## src/common/arb_pkg.sv

```systemverilog
package arb_pkg;

    // requester count and the width of an id that names one of them.
    localparam int num_req  = 8;
    localparam int req_id_w = 3;

    // width of one data word on a request port and on the bus.
    localparam int data_w = 16;

    // every grant lasts this many beats.
    localparam int burst_beats = 4;
    localparam int beat_w      = 2; // wide enough to count 0 .. burst_beats-1.

    typedef enum logic {
        idle  = 1'b0,
        burst = 1'b1
    } arb_state_t;

endpackage
```

## src/verilog/bus_arbiter_top.sv

```systemverilog
`timescale 1ns/1ps

module bus_arbiter_top import arb_pkg::*; (
    input  logic                           clock,
    input  logic                           reset,
    input  logic [num_req-1:0]             req,
    input  logic [num_req-1:0][data_w-1:0] req_data,
    output logic [num_req-1:0]             gnt,
    output logic                           bus_valid,
    output logic [data_w-1:0]              bus_data,
    output logic [req_id_w-1:0]            bus_source
);

    logic [req_id_w-1:0] rot_count;
    logic [num_req-1:0]  sel_onehot;
    logic [req_id_w-1:0] sel_id;
    logic                any_req;
    logic                start;
    logic                last_beat;
    logic [req_id_w-1:0] grant_id;
    logic                busy;

    // combinational pick, steered by the rotation count.
    rotating_selector rotating_selector_i (
        .req        (req),
        .rot_count  (rot_count),
        .sel_onehot (sel_onehot),
        .sel_id     (sel_id),
        .any_req    (any_req)
    );

    arb_fsm arb_fsm_i (
        .clock      (clock),
        .reset      (reset),
        .any_req    (any_req),
        .sel_onehot (sel_onehot),
        .sel_id     (sel_id),
        .last_beat  (last_beat),
        .rot_count  (rot_count),
        .start      (start),
        .gnt        (gnt),
        .grant_id   (grant_id),
        .busy       (busy)
    );

    burst_timer burst_timer_i (
        .clock     (clock),
        .reset     (reset),
        .start     (start),
        .last_beat (last_beat)
    );

    // bus beats trail the gnt cycles by one clock.
    bus_mux bus_mux_i (
        .clock      (clock),
        .reset      (reset),
        .busy       (busy),
        .grant_id   (grant_id),
        .req_data   (req_data),
        .bus_valid  (bus_valid),
        .bus_data   (bus_data),
        .bus_source (bus_source)
    );

endmodule

```

## src/verilog/bus_mux.sv

```systemverilog
`timescale 1ns/1ps

module bus_mux import arb_pkg::*; (
    input  logic                           clock,
    input  logic                           reset,
    input  logic                           busy,
    input  logic [req_id_w-1:0]            grant_id,
    input  logic [num_req-1:0][data_w-1:0] req_data,
    output logic                           bus_valid,
    output logic [data_w-1:0]              bus_data,
    output logic [req_id_w-1:0]            bus_source
);

    // one beat per busy cycle, no back-pressure.
    always_ff @(posedge clock) begin
        if (reset) begin
            bus_valid <= 1'b0;
        end else begin
            bus_valid <= busy;
        end
    end

    // the granted requester's word and id, one cycle after its gnt cycle.
    always_ff @(posedge clock) begin
        bus_data   <= req_data[grant_id];
        bus_source <= grant_id;
    end

endmodule

```

## src/arbiter/burst_timer.sv

```systemverilog
`timescale 1ns/1ps

module burst_timer import arb_pkg::*; (
    input  logic clock,
    input  logic reset,
    input  logic start,
    output logic last_beat
);

    logic              active;
    logic [beat_w-1:0] beat_count;

    // beat_count is the index of the current gnt cycle.
    assign last_beat = active && (beat_count == beat_w'(burst_beats - 1));

    always_ff @(posedge clock) begin
        if (reset) begin
            active     <= 1'b0;
            beat_count <= '0;
        end else if (start) begin
            active     <= 1'b1; // first gnt cycle follows this edge.
            beat_count <= '0;
        end else if (last_beat) begin
            active     <= 1'b0;
            beat_count <= '0;
        end else if (active) begin
            beat_count <= beat_count + beat_w'(1);
        end
    end

    a_no_start_while_active: assert property (
        @(posedge clock) disable iff (reset)
        start |-> !active
    );

endmodule

```

## src/arbiter/arb_fsm.sv

```systemverilog
`timescale 1ns/1ps

module arb_fsm import arb_pkg::*; (
    input  logic                clock,
    input  logic                reset,
    input  logic                any_req,
    input  logic [num_req-1:0]  sel_onehot,
    input  logic [req_id_w-1:0] sel_id,
    input  logic                last_beat,
    output logic [req_id_w-1:0] rot_count,
    output logic                start,
    output logic [num_req-1:0]  gnt,
    output logic [req_id_w-1:0] grant_id,
    output logic                busy
);

    arb_state_t state;

    // a burst starts on the first idle cycle that sees a request.
    assign start = (state == idle) && any_req;
    assign busy  = (state == burst);

    always_ff @(posedge clock) begin
        if (reset) begin
            state     <= idle;
            gnt       <= '0;
            grant_id  <= '0;
            rot_count <= '0;
        end else begin
            case (state)
                idle: begin
                    if (start) begin
                        gnt       <= sel_onehot;
                        grant_id  <= sel_id;
                        rot_count <= rot_count + req_id_w'(1); // winner used the old value.
                        state     <= burst;
                    end
                end
                burst: begin
                    // the grant is held until the timer flags the final beat.
                    if (last_beat) begin
                        gnt   <= '0;
                        state <= idle;
                    end
                end
                default: state <= idle;
            endcase
        end
    end

    a_gnt_onehot0: assert property (
        @(posedge clock) disable iff (reset)
        $onehot0(gnt)
    );

    // a grant without a burst, or a burst without a grant, means the
    // selector handed over an empty mask.
    a_gnt_in_burst: assert property (
        @(posedge clock) disable iff (reset)
        (gnt != '0) == (state == burst)
    );

    // every grant lasts exactly burst_beats cycles.
    a_burst_length: assert property (
        @(posedge clock) disable iff (reset)
        start |=> busy [*burst_beats] ##1 !busy
    );

endmodule

```

## src/arbiter/rotating_selector.sv

```systemverilog
`timescale 1ns/1ps

module rotating_selector import arb_pkg::*; (
    input  logic [num_req-1:0]  req,
    input  logic [req_id_w-1:0] rot_count,
    output logic [num_req-1:0]  sel_onehot,
    output logic [req_id_w-1:0] sel_id,
    output logic                any_req
);

    // request-present flags passed up the tree.
    logic [3:0] pair_req;
    logic [1:0] quad_req;

    // enables passed down the tree.
    logic [1:0] quad_en;
    logic [3:0] pair_en;

    // one two-input node. bit 1 is the upper input, bit 0 the lower one.
    // with pri high the upper input is preferred, otherwise the lower one.
    function automatic logic [1:0] node_pick(
        input logic [1:0] r,
        input logic       en,
        input logic       pri
    );
        logic [1:0] win;
        win[1] = en && r[1] && (pri || !r[0]);
        win[0] = en && r[0] && (!pri || !r[1]);
        return win;
    endfunction

    genvar i;

    generate
        for (i = 0; i < 4; i++) begin : g_pair_req
            assign pair_req[i] = req[2*i+1] | req[2*i];
        end
        for (i = 0; i < 2; i++) begin : g_quad_req
            assign quad_req[i] = pair_req[2*i+1] | pair_req[2*i];
        end
    endgenerate

    assign any_req = quad_req[1] | quad_req[0];

    // top node, upper half 7..4 against lower half 3..0.
    assign quad_en = node_pick(quad_req, 1'b1, rot_count[2]);

    generate
        for (i = 0; i < 2; i++) begin : g_quad_node
            assign pair_en[2*i+1:2*i] = node_pick(pair_req[2*i+1:2*i], quad_en[i], rot_count[1]);
        end
        for (i = 0; i < 4; i++) begin : g_leaf_node
            assign sel_onehot[2*i+1:2*i] = node_pick(req[2*i+1:2*i], pair_en[i], rot_count[0]);
        end
    endgenerate

    always_comb begin
        sel_id = '0;
        for (int n = 0; n < num_req; n++) begin
            if (sel_onehot[n]) sel_id = sel_id | req_id_w'(n); // at most one bit is set.
        end
    end

    // the enable chain must leave exactly one winner whenever anyone asks.
    always_comb begin
        assert final (!any_req || $onehot(sel_onehot));
    end

endmodule

```

## config.mk

```make
export PLATFORM = sky130hd
export DESIGN_NAME = bus_arbiter_top
export DESIGN_NICKNAME = d
export VERILOG_FILES = /design/src/common/arb_pkg.sv /design/src/verilog/bus_arbiter_top.sv /design/src/verilog/bus_mux.sv /design/src/arbiter/burst_timer.sv /design/src/arbiter/arb_fsm.sv /design/src/arbiter/rotating_selector.sv
export SDC_FILE = /design/constraint.sdc
export NUM_CORES = 1
export LEC_CHECK = 0
export ABC_AREA = 1
export BUFFER_PORTS_ARGS = -buffer_cell sky130_fd_sc_hd__clkbuf_2
export CORE_UTILIZATION = 38
export DETAILED_ROUTE_END_ITERATION = 10
export PLACE_DENSITY = 0.86
export SLEW_MARGIN = 20
export SYNTH_ARGS = -nofsm -noshare
export SYNTH_HDL_FRONTEND = slang
export SYNTH_SLANG_ARGS = --single-unit
```

## constraint.sdc

```tcl
create_clock -name clock -period 1.2 [get_ports clock]
set_input_delay 0.36 -clock clock [delete_from_list [all_inputs] [get_ports clock]]
set_output_delay 0.36 -clock clock [all_outputs]
set_load 0.01 [all_outputs]
```

# ---- Yosys cells after proc, flatten, opt, wreduce, memory -nomap -nowiden
# Cells that the tools add are included.
dict set report totals {
  reg_bits 38
  out_inout_bits 28
  input_bits 138
  latch_bits 0
  elab_cells 103
  mem_bits_ro 0
  mem_count 0
  ram_bits 0
}
dict set report classes {
  n_lt_le_gt_ge 1
  shifts 0
  mux 17
  reduce_logical 63
  div_mod_pow 0
  eq_ne 3
  bitwise 8
  mul 0
  add_sub_neg 2
}
# operator n
set op_table {}
lappend op_table {{binary-select mux 16 bit (select 3 bit)} 1}
lappend op_table {{logical AND 1 bit} 28}
lappend op_table {{zero test 1 bit} 17}
lappend op_table {{two-way mux 16 bit} 1}
lappend op_table {{two-way mux 8 bit} 2}
lappend op_table {{case mux 8 bit (2 select lines)} 1}
lappend op_table {{logical OR 1 bit} 14}
lappend op_table {{two-way mux 3 bit} 4}
lappend op_table {{OR 1 bit} 7}
lappend op_table {{two-way mux 1 bit} 5}
lappend op_table {{< comparator 3 x 4 -> 1 bit, second input constant} 1}
lappend op_table {{two-way mux 2 bit} 2}
lappend op_table {{inequality test 2 x 1 -> 1 bit, second input constant} 2}
lappend op_table {{AND reduction 2 bit} 2}
lappend op_table {{adder 3 x 1 -> 3 bit, second input constant} 1}
lappend op_table {{OR reduction 3 bit} 1}
lappend op_table {{adder 2 x 1 -> 2 bit, second input constant} 1}
lappend op_table {{equality test 2 bit, second input constant} 1}
lappend op_table {{case mux 1 bit (2 select lines)} 1}
lappend op_table {{nonzero test 2 bit} 1}
lappend op_table {{inverter 1 bit} 1}

# ---- Logic depth before layout (Yosys ltp)
dict set report depth {
  depth_word 16
  ltp_mapped 9
  depth_no_buf 9
}

# ---- Cells and area by module
# A second synthesis with hierarchy kept.
dict set report unflattened {
  hier_cells 594
  hier_area_um2 3169.3
}
# mod cells_per_inst seq_area_each_um2 instances area_each_um2
set by_module_without_submodules {}
lappend by_module_without_submodules {bus_mux 448 400.4 1 2169.6}
lappend by_module_without_submodules {arb_fsm 73 300.3 1 604.3}
lappend by_module_without_submodules {rotating_selector 50 0.0 1 250.2}
lappend by_module_without_submodules {burst_timer 23 60.1 1 145.1}

# ---- Worst setup path before layout
# Ideal clock, no wire load.
dict set report synth_path {
  path_type {input port to flip-flop}
  start {input port req[6]}
  end {register arb_fsm_i.grant_id[0]}
  path_slack_ns -0.005
  setup_ns 0.117
  n_path_buf 0
  required_time_ns 1.083
  t_arrival_ns 1.088
  path_stages 8
  cell_sequence {nor2_2 nand2_2 nand2_1 nand2_1 nand2_1 nand3_1 nor2_1 nor2_1}
}
dict set report synth_between {
  elab_chain_cells 16
  word_cells_on_any_way 36
  cone_classes {7 x mux; 3 x bitwise; 26 x reduce/logical}
}
# element line_no
set synth_lines {}
lappend synth_lines {{start, declared} bus_arbiter_top.sv:6} ;# input logic [num_req-1:0] req,
lappend synth_lines {{OR 1 bit} rotating_selector.sv:36} ;# assign pair_req[i] = req[2*i+1] | req[2*i];
lappend synth_lines {{OR 1 bit} rotating_selector.sv:39} ;# assign quad_req[i] = pair_req[2*i+1] | pair_req[2*i];
lappend synth_lines {{zero test 1 bit} rotating_selector.sv:28} ;# win[0] = en && r[0] && (!pri || !r[1]);
lappend synth_lines {{logical OR 1 bit} rotating_selector.sv:28}
lappend synth_lines {{logical AND 1 bit (3 in a row)} rotating_selector.sv:28}
lappend synth_lines {{logical AND 1 bit (2 in a row)} rotating_selector.sv:27} ;# win[1] = en && r[1] && (pri || !r[0]);
lappend synth_lines {{two-way mux 1 bit} rotating_selector.sv:60} ;# if (sel_onehot[n]) sel_id = sel_id | req_id_w'(n);
lappend synth_lines {{two-way mux 2 bit (2 in a row)} rotating_selector.sv:60}
lappend synth_lines {{two-way mux 3 bit (4 in a row)} rotating_selector.sv:60}
lappend synth_lines {{end signal, assigned} arb_fsm.sv:34} ;# grant_id <= sel_id;
lappend synth_lines {{end, declared} arb_fsm.sv:13} ;# output logic [req_id_w-1:0] grant_id,
# Several ways; a longest one is shown, not always the timed one.
# A chain may end at the register's enable or synchronous reset.

# ---- Worst setup path in the final report
dict set report layout_path {
  start {register arb_fsm_i.grant_id[0]}
  end {register bus_mux_i.bus_data[8]}
}
dict set report layout_between {
  elab_chain_cells 2
}
# element line_no
set layout_lines {}
lappend layout_lines {{binary-select mux 16 bit (select 3 bit)} bus_mux.sv:25} ;# bus_data <= req_data[grant_id];
lappend layout_lines {{two-way mux 16 bit (implied by the code)} bus_mux.sv:25}
lappend layout_lines {{end signal, assigned} bus_mux.sv:25}
lappend layout_lines {{end, declared} bus_mux.sv:10} ;# output logic [data_w-1:0] bus_data,
# Every way passes these cells. The select of a mux whose other input is x is not followed.

==> results.cfg <==
[synthesis]
synth_top_area_cell = dfxtp_1
synth_cell_types = 23
synth-seq-area-share_pct = 31.50
ys_async_sr_fraction_pct = 0
synth_area_per_cell_um2 = 6.007
yosysMostFrequentCell = nor2_1
synth_edf_count = 0
ys.flop_type = dfxtp_1
synth_area_leaders = dfxtp_1 32%, nor2_1 15%, o21ai_0 13%
syn_area_um2 = 2415
synthCells = 402
yosysWarnings = 0
synth_common_cells = 97 x nor2_1, 67 x nand2_1, 65 x o21ai_0, 38 x dfxtp_1, 36 x a21oi_1
synth_nets = 542
ys_ff_latch = 38
yosysTopAreaCellShare_pct = 31.50

[clock_network]
clock_sinks = 38
path_clk_slew_ns = 0.08
cts_tree = yes
cts-root-buf = clkbuf_8
clock_path_buffers = 2
postCtsSetupRepairBufs = 0
ctsHoldBuffers = 0
numCtsBuffers = 5
clock_latency_ns = 0.29
htree_levels = 2

[timing]
rsz0062_at_grt = true
hold_viol = 0
clock.fmax_mhz = 843.7
finalCriticalPeriod_ns = 1.185
whs_ns = 0.3740
finalClockSkew_ns = 0.01006
slew_viol_final = 0
setup_viol = 0
relSlewSlack_pct = 83.52
worstMarginPinSlew_ns = 0.2446
fin_crit_sh_pct = 98.77

[die]
die_width_um = 81.72
coreArea_um2 = 6026
ios = 166
start_util_pct = 40.07
dieArea_um2 = 6677
die_h_um = 81.72
std_cell_rows = 28

[hold_path]
min_from = req_data[22]
hold_class = primary input to flip-flop

[global_routing]
busiest_layer = met2
use_met2_pct = 42.67
grt_pass1_vias = 2899
antenna_found_initial = 0
grtUsageMet3_pct = 4.444
grt_first_pass_wirelength_um = 12850
grtUsageTotal_pct = 24.79
grt_max_degree = 33
overflow = 0
met1_usage_pct = 31.11

[route]
drt_iter0_drc = 182
wl_per_cell_um = 13.19
dr.pass1.iters = 5
via_count = 3425
drc = 0
viasPerCell = 5.229
routed_wl_um = 8639
ant_nets = 0

[critical_path]
path_cells = buf_12, o21ai_0, o21ai_1, a21oi_1, a31oi_1
cp.arrival_ns = 1.39
worst-path-max-fanout = 31
criticalPathCategory = flip-flop to flip-flop
cp_slowest_stage_delay_ns = 0.43
slowest_stage = dfxtp_4
crit_required_ns = 1.41
r2r_start = arb_fsm_i.grant_id[0]
endpoint_kind = flip-flop
crit_path_start_kind = flip-flop
startpoint = arb_fsm_i.grant_id[0]

[placed_design]
gpl.final_weighted_congestion = 0.8815
io_buffers = 165
dp_hpwl_um = 6534

[power]
powerDensity_nw_per_um2 = 1045
ir_drop_mv = 0.6040
total_power_mw = 3.904
p_leak_nw = 1.931

[cells_and_area]
area_growth_pct = 54.77
regArea_um2 = 772.0
drive_above_1_share_pct = 38.97
n_antenna_cell = 0
nets = 719
nFillCells = 552
multi_input_area_um2 = 1495

[status]
status = finished clean

[job]
cap_viol_max_count = 0
final cells by class:
class	instances	area share (%)
multi-input cells	320	40.01
repair buffers	193	30.90
flip-flops and latches	38	20.66
well taps	75	2.511
inverters	21	2.243
clock buffers	5	1.841
clock inverters	3	1.841
state kept, by name, summed over array words and instances (netlist names):
name                      count
arb_fsm_i.busy                1
arb_fsm_i.gnt                 8
arb_fsm_i.grant_id            3
arb_fsm_i.rot_count           3
burst_timer_i.active          1
burst_timer_i.beat_count      2
bus_mux_i.bus_data           16
bus_mux_i.bus_source          3
bus_mux_i.bus_valid           1
metrics by stage:
step | instances | setup WS, ns | utilization (%) | cell area (um^2) | setup TNS [ns]
2_1_floorplan | 402 | 0.02758 | - | 2417 | 0
3_3_place_gp | 646 | -0.1340 | 58.16 | 3505 | -1.784
3_5_place_dp | 646 | -0.2028 | 58.16 | 3505 | -2.677
4_1_cts | 655 | -0.0008017 | 61.21 | 3689 | -0.0008017
5_1_grt | 655 | -0.05974 | 62.02 | 3737 | -0.3151
6_report | 655 | 0.01473 | 62.02 | 3737 | 0
critical path: cells and delay by family, from the launching register on:
kind | cells | cell delay, ns
AO/OA/AOI/OAI | 4 | 0.49
buffers and inverters | 1 | 0.19
flip-flops | 1 | 0.43
layer usage:
layer	wire length, um	part of all wire, %
met5	0	0
met4	178	2.1
met3	537	6.2
met2	4368	51
met1	3554	41
cell families after synthesis:
family                     Yosys count  share of synthesized area, %
and+or+nand+nor                    191                         31.66
buffers and inverters               44                         7.875
muxes                                1                        0.4145
AOI/OAI and AO/OA                  126                         27.51
DFF                                 38                         31.50
adders and majority gates            2                         1.036
layout by cell type (no fill, tap or decap), drive strengths merged, types with 2 or more instances in the layout:
| cell type | instances |
|---|---|
| clkbuf | 170 |
| inv | 20 |
| ha | 2 |
| nor3 | 2 |
| dfxtp | 38 |
| nor2 | 101 |
| clkinv | 2 |
| nand3 | 14 |
| nand4 | 5 |
| a21oi | 36 |
| bufinv | 2 |
| nand2 | 69 |
| o21ai | 73 |
| a31oi | 16 |
| buf | 27 |
report_power, final:
| part | internal, mW | switching (mW) | leakage [nW] |
|---|---|---|---|
| logic | 0.542 | 0.604 | 1.55 |
| registers | 1.39 | 0.0598 | 0.318 |
| clock network | 0.833 | 0.477 | 0.0683 |
timing repair:
| action | CTS | global route |
|---|---|---|
| setup endpoints to repair | 16 | 25 |
| gates cloned | 1 | 0 |
| pin swaps | 0 | 2 |
| resized for setup | 7 | 38 |
final timing paths:
path	to	slack (ns)	depth (start not counted)
hold reg to reg	burst_timer_i.beat_count[0]	0.47	1
setup reg to reg	bus_mux_i.bus_data[8]	0.01	5
hold / removal	bus_mux_i.bus_data[6]	0.37	3
setup / recovery	bus_mux_i.bus_data[8]	0.01	5
No activity file was read; power rests on OpenSTA's default activity.
